File: config.mk
export PLATFORM = sky130hd
export DESIGN_NAME = pipeCore
export DESIGN_NICKNAME = d
export VERILOG_FILES = /design/src/logic/pipePkg.sv /design/src/logic/regFile.sv /design/src/logic/fetchStage.sv /design/src/logic/decodeStage.sv /design/src/logic/executeStage.sv /design/src/logic/commitUnit.sv /design/src/logic/pipeCore.sv
export SDC_FILE = /design/constraint.sdc
export NUM_CORES = 2
export LEC_CHECK = 0
export BUFFER_PORTS_ARGS = -buffer_cell sky130_fd_sc_hd__buf_2
export CORE_ASPECT_RATIO = 1.25
export CORE_MARGIN = 2
export CORE_UTILIZATION = 50
export CTS_CLUSTER_DIAMETER = 120
export DETAILED_ROUTE_END_ITERATION = 10
export PLACE_DENSITY = 0.66
export SLEW_MARGIN = 20
export SYNTH_ARGS = -nofsm -noshare
export SYNTH_HDL_FRONTEND = slang
export SYNTH_SLANG_ARGS = --single-unit
File: constraint.sdc
create_clock -name clk -period 3.52 [get_ports clk]
set_input_delay 0.176 -clock clk [delete_from_list [all_inputs] [get_ports clk]]
set_output_delay 0.176 -clock clk [all_outputs]
set_load 0.01 [all_outputs]
File: src/logic/pipePkg.sv
package pipePkg;

    // Datapath and register file sizes.
    parameter int dataWidth    = 32;
    parameter int regAddrWidth = 5;
    parameter int opWidth      = 6;
    parameter int excWidth     = 5;

    // Primary opcode field, bits 31..26 of the instruction word.
    typedef enum logic [opWidth-1:0] {
        opSpecial = 6'h00,
        opJ       = 6'h02,
        opAddi    = 6'h08,
        opOri     = 6'h0d,
        opLui     = 6'h0f
    } opcodeT;

    // Function code of the R-type add.
    parameter logic [5:0] functAdd = 6'd32;

    // Exception codes as reported in the cause field.
    parameter logic [excWidth-1:0] excNone = 5'd0;
    parameter logic [excWidth-1:0] excRi   = 5'd10;
    parameter logic [excWidth-1:0] excOv   = 5'd12;

    // Fixed fetch addresses.
    parameter logic [dataWidth-1:0] resetPc   = 32'h0000_3000;
    parameter logic [dataWidth-1:0] handlerPc = 32'h0000_4184;

endpackage

File: src/logic/regFile.sv
module regFile (
    input  logic                             clk,
    input  logic                             arstN,
    input  logic [pipePkg::regAddrWidth-1:0] rdAddrA,
    input  logic [pipePkg::regAddrWidth-1:0] rdAddrB,
    input  logic                             wbEn,
    input  logic [pipePkg::regAddrWidth-1:0] wbAddr,
    input  logic [pipePkg::dataWidth-1:0]    wbData,
    output logic [pipePkg::dataWidth-1:0]    rdDataA,
    output logic [pipePkg::dataWidth-1:0]    rdDataB
);

    localparam int numRegs = 1 << pipePkg::regAddrWidth;

    logic [pipePkg::dataWidth-1:0] regs [numRegs];

    always_ff @(posedge clk or negedge arstN) begin
        if (!arstN) begin
            for (int i = 0; i < numRegs; i++) begin
                regs[i] <= '0;
            end
        end else if (wbEn && (wbAddr != '0)) begin
            regs[wbAddr] <= wbData;
        end
    end

    // Register 0 is hardwired to zero.
    assign rdDataA = (rdAddrA == '0) ? '0 : regs[rdAddrA];
    assign rdDataB = (rdAddrB == '0) ? '0 : regs[rdAddrB];

endmodule

File: src/logic/fetchStage.sv
module fetchStage (
    input  logic                          clk,
    input  logic                          arstN,
    input  logic                          insValid,
    input  logic [pipePkg::dataWidth-1:0] insWord,
    input  logic                          flushReq,
    input  logic                          jumpValid,
    input  logic [pipePkg::dataWidth-1:0] jumpTarget,
    output logic                          fdValid,
    output logic [pipePkg::dataWidth-1:0] fdIns,
    output logic [pipePkg::dataWidth-1:0] fdPc4,
    output logic                          fdBd,
    output logic [pipePkg::dataWidth-1:0] fetchPc
);

    logic [pipePkg::dataWidth-1:0] pcReg;
    logic [pipePkg::dataWidth-1:0] slotTarget;
    logic                          slotPending;
    logic                          inSlot;

    // The next accepted word is a delay slot.
    assign inSlot  = jumpValid || slotPending;
    assign fetchPc = pcReg;

    always_ff @(posedge clk or negedge arstN) begin
        if (!arstN) begin
            pcReg       <= pipePkg::resetPc;
            slotPending <= 1'b0;
            fdValid     <= 1'b0;
        end else if (flushReq) begin
            pcReg       <= pipePkg::handlerPc;
            slotPending <= 1'b0;
            fdValid     <= 1'b0;
        end else begin
            fdValid <= insValid;
            if (insValid) begin
                // After the delay slot the counter jumps to the target.
                if (inSlot) begin
                    pcReg <= jumpValid ? jumpTarget : slotTarget;
                end else begin
                    pcReg <= pcReg + 32'd4;
                end
                slotPending <= 1'b0;
            end else if (jumpValid) begin
                slotPending <= 1'b1;
            end
        end
    end

    always_ff @(posedge clk) begin
        if (jumpValid) begin
            slotTarget <= jumpTarget;
        end
        if (insValid) begin
            fdIns <= insWord;
            fdPc4 <= pcReg + 32'd4;
            fdBd  <= inSlot;
        end
    end

endmodule

File: src/logic/decodeStage.sv
module decodeStage (
    input  logic                             clk,
    input  logic                             arstN,
    input  logic                             fdValid,
    input  logic [pipePkg::dataWidth-1:0]    fdIns,
    input  logic [pipePkg::dataWidth-1:0]    fdPc4,
    input  logic                             fdBd,
    input  logic [pipePkg::dataWidth-1:0]    rdDataA,
    input  logic [pipePkg::dataWidth-1:0]    rdDataB,
    input  logic                             exValid,
    input  logic [pipePkg::regAddrWidth-1:0] exDest,
    input  logic [pipePkg::dataWidth-1:0]    exResult,
    input  logic                             wbEn,
    input  logic [pipePkg::regAddrWidth-1:0] wbAddr,
    input  logic [pipePkg::dataWidth-1:0]    wbData,
    input  logic                             flushReq,
    output logic [pipePkg::regAddrWidth-1:0] rdAddrA,
    output logic [pipePkg::regAddrWidth-1:0] rdAddrB,
    output logic                             jumpValid,
    output logic [pipePkg::dataWidth-1:0]    jumpTarget,
    output logic                             deValid,
    output pipePkg::opcodeT                  deOp,
    output logic [pipePkg::dataWidth-1:0]    deA,
    output logic [pipePkg::dataWidth-1:0]    deB,
    output logic [pipePkg::regAddrWidth-1:0] deDest,
    output logic [pipePkg::dataWidth-1:0]    dePc4,
    output logic [pipePkg::excWidth-1:0]     deExc,
    output logic                             deBd
);

    pipePkg::opcodeT                  op;
    pipePkg::opcodeT                  opNext;
    logic [pipePkg::regAddrWidth-1:0] destNext;
    logic [pipePkg::dataWidth-1:0]    opA;
    logic [pipePkg::dataWidth-1:0]    opB;
    logic [pipePkg::dataWidth-1:0]    bNext;
    logic                             reserved;

    assign op      = pipePkg::opcodeT'(fdIns[31:26]);
    assign rdAddrA = fdIns[25:21];
    assign rdAddrB = fdIns[20:16];

    assign jumpValid  = fdValid && (op == pipePkg::opJ);
    assign jumpTarget = {fdPc4[31:28], fdIns[25:0], 2'b00};

    // Execute result wins over commit result, then the register file.
    always_comb begin
        if (exValid && (exDest != '0) && (exDest == rdAddrA)) opA = exResult;
        else if (wbEn && (wbAddr == rdAddrA))                  opA = wbData;
        else                                                   opA = rdDataA;
        if (exValid && (exDest != '0) && (exDest == rdAddrB)) opB = exResult;
        else if (wbEn && (wbAddr == rdAddrB))                  opB = wbData;
        else                                                   opB = rdDataB;
    end

    always_comb begin
        opNext   = op;
        destNext = '0;
        bNext    = {16'h0000, fdIns[15:0]};
        reserved = 1'b0;
        case (op)
            pipePkg::opSpecial: begin
                destNext = fdIns[15:11];
                bNext    = opB;
                reserved = (fdIns[5:0] != pipePkg::functAdd);
            end
            pipePkg::opAddi: begin
                destNext = fdIns[20:16];
                bNext    = {{16{fdIns[15]}}, fdIns[15:0]};
            end
            pipePkg::opOri,
            pipePkg::opLui: destNext = fdIns[20:16];
            pipePkg::opJ:   destNext = '0;
            default:        reserved = 1'b1;
        endcase
        if (reserved) begin
            opNext   = pipePkg::opSpecial;
            destNext = '0;
        end
    end

    always_ff @(posedge clk or negedge arstN) begin
        if (!arstN) begin
            deValid <= 1'b0;
        end else begin
            deValid <= fdValid && !flushReq;
        end
    end

    always_ff @(posedge clk) begin
        deOp   <= opNext;
        deA    <= opA;
        deB    <= bNext;
        deDest <= destNext;
        dePc4  <= fdPc4;
        deExc  <= reserved ? pipePkg::excRi : pipePkg::excNone;
        deBd   <= fdBd;
    end

endmodule

File: src/logic/executeStage.sv
module executeStage (
    input  logic                             clk,
    input  logic                             arstN,
    input  logic                             deValid,
    input  pipePkg::opcodeT                  deOp,
    input  logic [pipePkg::dataWidth-1:0]    deA,
    input  logic [pipePkg::dataWidth-1:0]    deB,
    input  logic [pipePkg::regAddrWidth-1:0] deDest,
    input  logic [pipePkg::dataWidth-1:0]    dePc4,
    input  logic [pipePkg::excWidth-1:0]     deExc,
    input  logic                             deBd,
    input  logic                             flushReq,
    output logic                             exValid,
    output logic [pipePkg::regAddrWidth-1:0] exDest,
    output logic [pipePkg::dataWidth-1:0]    exResult,
    output logic                             emValid,
    output logic [pipePkg::dataWidth-1:0]    emResult,
    output logic [pipePkg::regAddrWidth-1:0] emDest,
    output logic [pipePkg::dataWidth-1:0]    emPc4,
    output logic [pipePkg::excWidth-1:0]     emExc,
    output logic                             emBd
);

    logic [pipePkg::dataWidth-1:0] sum;
    logic                          isAdd;
    logic                          overflow;
    logic [pipePkg::excWidth-1:0]  excNext;

    assign sum      = deA + deB;
    assign isAdd    = (deOp == pipePkg::opSpecial) || (deOp == pipePkg::opAddi);
    // Signed overflow when both operands agree in sign and the sum does not.
    assign overflow = isAdd && (deA[31] == deB[31]) && (sum[31] != deA[31]);

    always_comb begin
        case (deOp)
            pipePkg::opSpecial,
            pipePkg::opAddi: exResult = sum;
            pipePkg::opOri:  exResult = deA | deB;
            pipePkg::opLui:  exResult = {deB[15:0], 16'h0000};
            default:         exResult = '0;
        endcase
    end

    // An earlier exception code takes precedence.
    assign excNext = (deExc != pipePkg::excNone) ? deExc :
                     (overflow ? pipePkg::excOv : pipePkg::excNone);

    assign exValid = deValid && (excNext == pipePkg::excNone);
    assign exDest  = deDest;

    always_ff @(posedge clk or negedge arstN) begin
        if (!arstN) begin
            emValid <= 1'b0;
        end else begin
            emValid <= deValid && !flushReq;
        end
    end

    always_ff @(posedge clk) begin
        emResult <= exResult;
        emDest   <= deDest;
        emPc4    <= dePc4;
        emExc    <= excNext;
        emBd     <= deBd;
    end

endmodule

File: src/logic/commitUnit.sv
module commitUnit (
    input  logic                             emValid,
    input  logic [pipePkg::dataWidth-1:0]    emResult,
    input  logic [pipePkg::regAddrWidth-1:0] emDest,
    input  logic [pipePkg::dataWidth-1:0]    emPc4,
    input  logic [pipePkg::excWidth-1:0]     emExc,
    input  logic                             emBd,
    output logic                             wbEn,
    output logic [pipePkg::regAddrWidth-1:0] wbAddr,
    output logic [pipePkg::dataWidth-1:0]    wbData,
    output logic                             flushReq,
    output logic                             retireValid,
    output logic [pipePkg::dataWidth-1:0]    retirePc,
    output logic [pipePkg::regAddrWidth-1:0] retireDest,
    output logic [pipePkg::dataWidth-1:0]    retireResult,
    output logic                             excValid,
    output logic [pipePkg::excWidth-1:0]     excCode,
    output logic [pipePkg::dataWidth-1:0]    excEpc,
    output logic                             excBd
);

    logic hasExc;

    assign hasExc = (emExc != pipePkg::excNone);

    // Clean words retire.
    assign retireValid  = emValid && !hasExc;
    assign retirePc     = emPc4 - 32'd4;
    assign retireDest   = emDest;
    assign retireResult = emResult;

    assign wbEn   = retireValid && (emDest != '0);
    assign wbAddr = emDest;
    assign wbData = emResult;

    // Faulting words flush everything younger.
    assign excValid = emValid && hasExc;
    assign flushReq = excValid;
    assign excCode  = emExc;
    assign excBd    = emBd;
    // EPC points at the jump when the fault sits in its delay slot.
    assign excEpc   = emBd ? (emPc4 - 32'd8) : (emPc4 - 32'd4);

endmodule

File: src/logic/pipeCore.sv
module pipeCore (
    input  logic                             clk,
    input  logic                             arstN,
    input  logic                             insValid,
    input  logic [pipePkg::dataWidth-1:0]    insWord,
    output logic                             retireValid,
    output logic [pipePkg::dataWidth-1:0]    retirePc,
    output logic [pipePkg::regAddrWidth-1:0] retireDest,
    output logic [pipePkg::dataWidth-1:0]    retireResult,
    output logic                             excValid,
    output logic [pipePkg::excWidth-1:0]     excCode,
    output logic [pipePkg::dataWidth-1:0]    excEpc,
    output logic                             excBd,
    output logic [pipePkg::dataWidth-1:0]    fetchPc
);

    logic                             fdValid;
    logic [pipePkg::dataWidth-1:0]    fdIns;
    logic [pipePkg::dataWidth-1:0]    fdPc4;
    logic                             fdBd;
    logic                             jumpValid;
    logic [pipePkg::dataWidth-1:0]    jumpTarget;
    logic [pipePkg::regAddrWidth-1:0] rdAddrA;
    logic [pipePkg::regAddrWidth-1:0] rdAddrB;
    logic [pipePkg::dataWidth-1:0]    rdDataA;
    logic [pipePkg::dataWidth-1:0]    rdDataB;
    logic                             deValid;
    pipePkg::opcodeT                  deOp;
    logic [pipePkg::dataWidth-1:0]    deA;
    logic [pipePkg::dataWidth-1:0]    deB;
    logic [pipePkg::regAddrWidth-1:0] deDest;
    logic [pipePkg::dataWidth-1:0]    dePc4;
    logic [pipePkg::excWidth-1:0]     deExc;
    logic                             deBd;
    logic                             exValid;
    logic [pipePkg::regAddrWidth-1:0] exDest;
    logic [pipePkg::dataWidth-1:0]    exResult;
    logic                             emValid;
    logic [pipePkg::dataWidth-1:0]    emResult;
    logic [pipePkg::regAddrWidth-1:0] emDest;
    logic [pipePkg::dataWidth-1:0]    emPc4;
    logic [pipePkg::excWidth-1:0]     emExc;
    logic                             emBd;
    logic                             wbEn;
    logic [pipePkg::regAddrWidth-1:0] wbAddr;
    logic [pipePkg::dataWidth-1:0]    wbData;
    logic                             flushReq;

    fetchStage uFetch (
        .clk(clk), .arstN(arstN), .insValid(insValid), .insWord(insWord),
        .flushReq(flushReq), .jumpValid(jumpValid), .jumpTarget(jumpTarget),
        .fdValid(fdValid), .fdIns(fdIns), .fdPc4(fdPc4), .fdBd(fdBd), .fetchPc(fetchPc)
    );

    regFile uRegFile (
        .clk(clk), .arstN(arstN), .rdAddrA(rdAddrA), .rdAddrB(rdAddrB),
        .wbEn(wbEn), .wbAddr(wbAddr), .wbData(wbData),
        .rdDataA(rdDataA), .rdDataB(rdDataB)
    );

    decodeStage uDecode (
        .clk(clk), .arstN(arstN), .fdValid(fdValid), .fdIns(fdIns), .fdPc4(fdPc4),
        .fdBd(fdBd), .rdDataA(rdDataA), .rdDataB(rdDataB), .exValid(exValid),
        .exDest(exDest), .exResult(exResult), .wbEn(wbEn), .wbAddr(wbAddr),
        .wbData(wbData), .flushReq(flushReq), .rdAddrA(rdAddrA), .rdAddrB(rdAddrB),
        .jumpValid(jumpValid), .jumpTarget(jumpTarget), .deValid(deValid), .deOp(deOp),
        .deA(deA), .deB(deB), .deDest(deDest), .dePc4(dePc4), .deExc(deExc), .deBd(deBd)
    );

    executeStage uExecute (
        .clk(clk), .arstN(arstN), .deValid(deValid), .deOp(deOp), .deA(deA), .deB(deB),
        .deDest(deDest), .dePc4(dePc4), .deExc(deExc), .deBd(deBd), .flushReq(flushReq),
        .exValid(exValid), .exDest(exDest), .exResult(exResult), .emValid(emValid),
        .emResult(emResult), .emDest(emDest), .emPc4(emPc4), .emExc(emExc), .emBd(emBd)
    );

    commitUnit uCommit (
        .emValid(emValid), .emResult(emResult), .emDest(emDest), .emPc4(emPc4),
        .emExc(emExc), .emBd(emBd), .wbEn(wbEn), .wbAddr(wbAddr), .wbData(wbData),
        .flushReq(flushReq), .retireValid(retireValid), .retirePc(retirePc),
        .retireDest(retireDest), .retireResult(retireResult), .excValid(excValid),
        .excCode(excCode), .excEpc(excEpc), .excBd(excBd)
    );

endmodule

# After elaboration in Yosys (flattened, before gate mapping)
# Cells that the tools add are included.
[classes]
addsub = 4
magnitude_cmp = 4
eq_ne = 14
mux = 31
bitwise = 4
reduce_logical = 34
[op_table]
columns = ["operator", "count"]
rows = [
  ["$bwmux 1024", 1],
  ["$mux 32", 16],
  ["$bmux 32 s5", 2],
  ["$demux 32 s5", 1],
  ["$pmux 32 s3", 1],
  ["$pmux 32 s2", 1],
  ["$eq 6x4->1 const B", 6],
  ["$add 32x3->32 const B", 1],
  ["$add 32x32->32", 1],
  ["$or 32x32->32", 1],
  ["$sub 32x3->32 const B", 1],
  ["$sub 32x4->32 const B", 1],
  ["$eq 5x5->1", 4],
  ["$reduce_bool 5->1", 4],
  ["$ge 6x6->1 const B", 3],
  ["$not 5->6", 3],
  ["$logic_and 1x1->1", 16],
  ["$logic_not 5->1", 3],
  ["$logic_not 6->1", 2],
  ["$pmux 5 s2", 1],
  ["$mux 4", 2],
  ["$eq 6x2->1 const B", 1],
  ["$lt 6x1->1 const B", 1],
  ["$ne 6x6->1 const B", 1],
  ["12 further kinds", 17],
]
[totals]
reg_bits = 1345
word_cells = 144

# Longest topological paths before layout
[logic_depth]
ltp_word = 12
ltp_mapped = 13
depth_no_buf = 12

# Modules after synthesis
# From an unflattened synthesis, not the netlist that was laid out.
[unflattened]
hier_cells = 5355
area_unflattened_um2 = 71294.6
[modules_own_cells]
columns = ["mod", "n_inst", "cells_per_inst", "area_per_inst_um2", "seq_area_each_um2"]
rows = [
  ["regFile", 1, 3621, 54369.6, 25624.6],
  ["fetchStage", 1, 449, 5591.6, 3445.8],
  ["decodeStage", 1, 502, 4942.2, 2207.1],
  ["executeStage", 1, 513, 4513.1, 1526.5],
  ["commitUnit", 1, 270, 1878.1, 0.0],
]

# Worst setup path before layout
# No wires, ideal clock.
[synth_path]
path_type = "reg-to-reg"
from = "register uDecode.deA[16] (netlist name)"
to = "register uDecode.deA[26] (netlist name)"
setup_ns = 0.121
arrival_ns = 2.816
path_slack_ns = 0.583
stages_incl_launch_ff = 14
n_path_buf = 2
period_less_slack_ns = 2.937
path_cell_list = "dfxtp_1 -> inv_1 -> ha_1 -> clkbuf_1 -> a21oi_1 -> o21a_1 -> o21ai_0 -> a211oi_2 -> o211ai_2 -> a21oi_1 -> xnor2_1 -> a21oi_2 -> buf_4 -> mux2_2"
[synth_via]
elab_chain_cells = 10
word_cells_on_any_way = 11
classes_between = "add/sub: 1; eq/ne: 1; mux: 4; reduce/logical: 5"
[synth_rtl]
columns = ["item", "line", "source"]
rows = [
  ["start, declared", "decodeStage.sv:23", "output logic [pipePkg::dataWidth-1:0] deA,"],
  ["start signal, assigned", "decodeStage.sv:92", "deA <= opA;"],
  ["$add 32x32->32 *", "executeStage.sv:29", "assign sum = deA + deB;"],
  ["$ne 1x1->1", "executeStage.sv:32", "assign overflow = isAdd && (deA[31] == deB[31]) && (sum[31] != deA[31]);"],
  ["$logic_and 1x1->1", "executeStage.sv:32", ""],
  ["$mux 4", "executeStage.sv:46", "(overflow ? pipePkg::excOv : pipePkg::excNone);"],
  ["$mux 5", "executeStage.sv:45", "assign excNext = (deExc != pipePkg::excNone) ? deExc :"],
  ["$logic_not 5->1", "executeStage.sv:48", "assign exValid = deValid && (excNext == pipePkg::excNone);"],
  ["$logic_and 1x1->1", "executeStage.sv:48", ""],
  ["$logic_and 1x1->1 (2 in series)", "decodeStage.sv:48", "if (exValid && (exDest != '0) && (exDest == rdAddrA)) opA = exResult;"],
  ["$mux 32 *", "decodeStage.sv:48", ""],
  ["net uDecode.opA (one bit)", "decodeStage.sv:34", "logic [pipePkg::dataWidth-1:0] opA;"],
]
# The timed path passes the listed nets; every way through them passes the cells marked *.
# A chain may end at the register's enable or synchronous reset.

# Worst setup path in the final report
[layout_path]
from = "register uExecute.emPc4[13] (netlist name)"
to = "output excEpc[28] (netlist name)"
[layout_via]
elab_chain_cells = 2
word_cells_on_any_way = 3
classes_between = "add/sub: 2; mux: 1"
[layout_rtl]
columns = ["item", "line", "source"]
rows = [
  ["start, declared", "executeStage.sv:19", "output logic [pipePkg::dataWidth-1:0] emPc4,"],
  ["start signal, assigned", "executeStage.sv:62", "emPc4 <= dePc4;"],
  ["$sub 32x3->32 or $sub 32x4->32 (tied branches)", "commitUnit.sv:42", "assign excEpc = emBd ? (emPc4 - 32'd8) : (emPc4 - 32'd4);"],
  ["$mux 32 *", "commitUnit.sv:42", ""],
  ["end, declared", "pipeCore.sv:12", "output logic [pipePkg::dataWidth-1:0] excEpc,"],
]
# Every way passes the cells marked *; elsewhere a longest branch is shown, timed or not.

==> out/results.md <==
* **overall power consumption** 0.0351 W
* **maximum number of pins on one net before global-route repair** 114
* **number of register bits inferred by synthesis** 1,339
* **sequential-to-total area share from yosys stat** 47.5%
* **number of standard cells after synthesis** 5,057
* **final critical delay including setup and external delays** 3.54 ns
* **die area** 141,000 µm²
* **post-detailed-route via-to-cell ratio** 6.50
* **classification of the worst-slack hold path** input port to async pin
* **ratio of total power to cell area** 448 nW/µm²
* **dpl cells** 6,843
* **horizontal die dimension** 336 µm
* **post-synthesis to final-layout area growth** 13.6%
* **final design instance area without fill** 78,300 µm²
* **largest driver fanout on the critical path** 3
* **number of buffers added by the clock tree synthesis step** 140
* **part of the power in combinational logic** 10.8%
* **actual transition at the worst max-transition pin** 1.13 ns
* **warning count from the yosys run** 0
* **final weighted congestion in routability-driven placement** 0.980
* **overall track demand over capacity in global routing** 30.7%
* **average cell area after synthesis** 13.6 µm²
* **drt wl/cell** 30.1 µm
* **slowest stage cell on the critical path** dfxtp_4
* **total vias in the final route** 46,300
* **routed wire length** 215,000 µm
* **share of flip-flops with an asynchronous set or reset** 79.2%
* **reported leakage power** 35.9 nW
* **post-route antenna net violation count** 0
* **count of maximum capacitance violations** 0
* **Arr. time, crit path** 3.36 ns
* **Final HPWL DP** 134,000 µm
* **startpoint type of the worst setup path** flip-flop
* **peak supply drop** 0.000514 V
* **total count of hold-check failures in the final report** 0
* **starting DRC count in detailed routing** 4,375
* **port buffer count** 173
* **vias in the first global route** 46,900
* **critical path class** flip-flop to output pin
* **count of pins on the block boundary** 176
* **cell repeated most along the worst path** or3_4
* **Critical path buffers and inverters** 1
* **highest attainable clock frequency** 282 MHz
* **final max-slew violation count** 0
* **outcome** finished with violations
* **area share of the largest cell type after synthesis** 38.4%
* **violated checks** setup timing
* **least setup slack across all paths after layout** -0.0203 ns
* **Final Skew** 0.0234 ns
* **total setup violations reported at the end of the flow** 2
* **share of layout cells above drive strength 1** 44.4%
* **delay contributed by the slowest stage of the critical path** 0.35 ns
* **post-layout instance count excluding filler cells** 7,134
* **number of flops mapped to enable cells by yosys** 65
* **Unique masters post-synth** 78
* **end-of-flow core utilization** 57.1%
* **Seq pwr share** 46.2%
* **maximum level of the CTS H-tree** 4
* **cell-internal power** 0.0259 W
* **clock latency on the worst-skew pair** 0.80 ns
* **top cells by area in the synthesized netlist** dfrtp_1 (38%), mux2_2 (18%), mux4_2 (16%), dfxtp_1 (6.2%), edfxtp_1 (2.8%)
* **Starting Density** 50.3%
* **number of sinks on the clock net** 1,339
* **Die Y** 419 µm
* **buffer levels on the longest clock path** 3
* **Residual DRC** 0
* **CP Capture Type** output pin
* **root buffer cell** clkbuf_16
* **clock tree from TritonCTS** built
* **CTS clk-pin slew, worst paths** 0.06 ns
* **Net count, final** 5,285
* **post-place instance area** 73,200 µm²
* **core outline area** 137,000 µm²
* **Clk network pwr share** 43.0%
* **critical path, cell by cell** nor3_4, nand2b_1, or3_4, or3_4, or3_4, or3_4, nand2b_4, nor2_4, xor2_1, buf_2
* **post-route clock period utilization** 101%
* **global-route wire length before repair** 316,000 µm
* **Synth Cell Area** 68,900 µm²
* **critical path's top delay family** simple AND/OR/NAND/NOR gates
* **antenna violations before repair** 2
* **worst max-slew margin expressed relative to the limit** 24.9%
* **GR Overflow Total** 0
* **final-layout setup total negative slack** -0.0284 ns
* **cell type with the largest total area after synthesis** dfrtp_1
* **dominant synthesized flop cell** dfrtp_1
* **Required @ worst endpoint** 3.34 ns
* **total net switching power** 0.00921 W
* **drt first pass iters** 5
* **setup repair after global routing missed its margin** true
* **switching power share of the total** 26.2%
* **site row count** 152
-- power by group through the flow --
stage | registers [W] | clock network [W] | logic, W
after floorplan | 0.0163 | 0 | 0.00220
after global placement | 0.0165 | 0 | 0.00373
after detailed placement | 0.0165 | 0 | 0.00374
after CTS | 0.0162 | 0.0153 | 0.00378
after global routing | 0.0163 | 0.0159 | 0.00406
final | 0.0162 | 0.0151 | 0.00380
-- worst paths after layout --
path | from | endpoint | slack, ns | cells past startpoint
max | uExecute.emPc4[13] | excEpc[28] | -0.02 | 10
max in group asynchronous | arstN | uRegFile.regs[957] | 2.22 | 3
min reg2reg | uDecode.dePc4[5] | uExecute.emPc4[5] | 0.33 | 0
min in group clk | insWord[18] | uFetch.fdIns[18] | 0.10 | 2
max reg2reg | uFetch.fdIns[16] | uDecode.deB[2] | 0.28 | 8
min | arstN | uRegFile.regs[258] | 0.02 | 2
-- registers in the layout, summed over array words and instances, names as in the netlist, 3 cells and up --
register           count
uExecute.emDest        5
uDecode.deDest         5
uFetch.fdIns          32
uFetch.fetchPc        32
uDecode.deOp           6
uFetch.slotTarget     32
uDecode.deB           32
uFetch.fdPc4          32
uExecute.emResult     32
uRegFile.regs       1024
uDecode.deA           32
uExecute.emPc4        32
uExecute.emExc         3
uDecode.dePc4         32
-- Yosys cell counts (9+ instances only) --
library cell and n:
mux2_2 1093, buf_2 51, ha_1 67, or3_1 14, a32o_1 10, o211ai_1 15, nor2_1 134, a22oi_1 47
mux2i_1 182, a22o_1 19, buf_4 12, o221ai_1 31, nor3_1 40, and2_1 13, clkbuf_1 318, nand2b_1 16
nand4_1 13, mux4_2 500, o22ai_1 11, nand2_1 215, a21o_1 18, xor2_1 52, and3_1 13, a21oi_1 130
a221oi_1 40, nand3_1 84, a311o_1 9, dfxtp_1 214, o21ai_0 142, o21a_1 9, xnor2_1 76, dfrtp_1 1058
buf_1 115, a32oi_1 16, o311ai_0 10, inv_1 104, edfxtp_1 65
-- routing by layer --
metal	track usage, %	part of all wire [%]	vias up
met1	41.1	40	24600
met2	48.4	47	2006
met5	0	0.0051	-
met4	14.1	4.9	2
met3	5.89	7.7	505
li1	-	-	19300
-- placed cells by master, fill, tap and decap left out, types with 18 or more instances in the layout --
cell	netlist	final
nand3_1	84	82
ha_1	67	66
mux2_2	1093	1093
buf_12	0	68
dfxtp_1	214	193
clkbuf_8	0	20
nor2_1	134	121
nand2_2	0	21
mux4_2	500	500
o21ai_0	142	142
buf_4	12	203
clkbuf_1	318	32
xor2_1	52	52
o221ai_1	31	31
a21o_1	18	18
clkbuf_16	0	147
dlygate4sd3_1	0	34
a221oi_1	40	40
xnor2_1	76	76
nand2_1	215	194
nor3_1	40	38
a21oi_1	130	129
buf_2	51	171
a22o_1	19	19
mux2i_1	182	182
dfxtp_2	0	20
dfrtp_1	1058	1058
a22oi_1	47	47
inv_1	104	103
edfxtp_1	65	65
-- cells by family (layout without fill, tap and decap cells) --
kind of cell | Yosys count | after routing | share of synthesized area, %
compound gates | 548 | 548 | 5.28
xor+xnor | 128 | 128 | 1.63
fa+ha+maj | 68 | 68 | 1.25
buf+inv | 602 | 827 | 3.45
flops | 1339 | 1339 | 47.5
mux | 1776 | 1776 | 36.8
other cells | 1 | 5 | 0.00544
simple gates | 595 | 595 | 4.03
-- worst reg2reg max path, cell delays in order, from the launching register on --
cell and delay (ns):
edfxtp_1 0.46, buf_12 0.30, buf_12 0.33, mux4_2 0.57
mux4_2 0.52, mux2i_1 0.43, o21ai_0 0.22, mux2i_1 0.17
o21ai_0 0.09
-- through the flow --
stage          hold WS [ns]  setup WS [ns]
2_1_floorplan        -0.120          0.583
3_3_place_gp          0.281          0.314
3_5_place_dp          0.281          0.316
4_1_cts              0.0326        -0.0977
5_1_grt              0.0632         -0.151
6_report             0.0237        -0.0203
-- cell type report --
type	count	area, µm²
Fill cell	10900	58800
Multi-Input combinational cell	3119	34100
Sequential cell	1339	32800
Timing Repair Buffer	477	4100
Clock buffer	199	4070
Tap cell	1848	2310
Clock inverter	46	522
Inverter	105	397
Antenna cell	1	2.50
-- timing repair --
action                                 CTS  global route
pin swaps                                5             5
buffers inserted                         9             2
hold buffers                            34             0
setup endpoints to repair               16            26
gates resized for setup                 18            10
endpoints found under the hold margin  162             0
(Power assumes the default switching activity.)
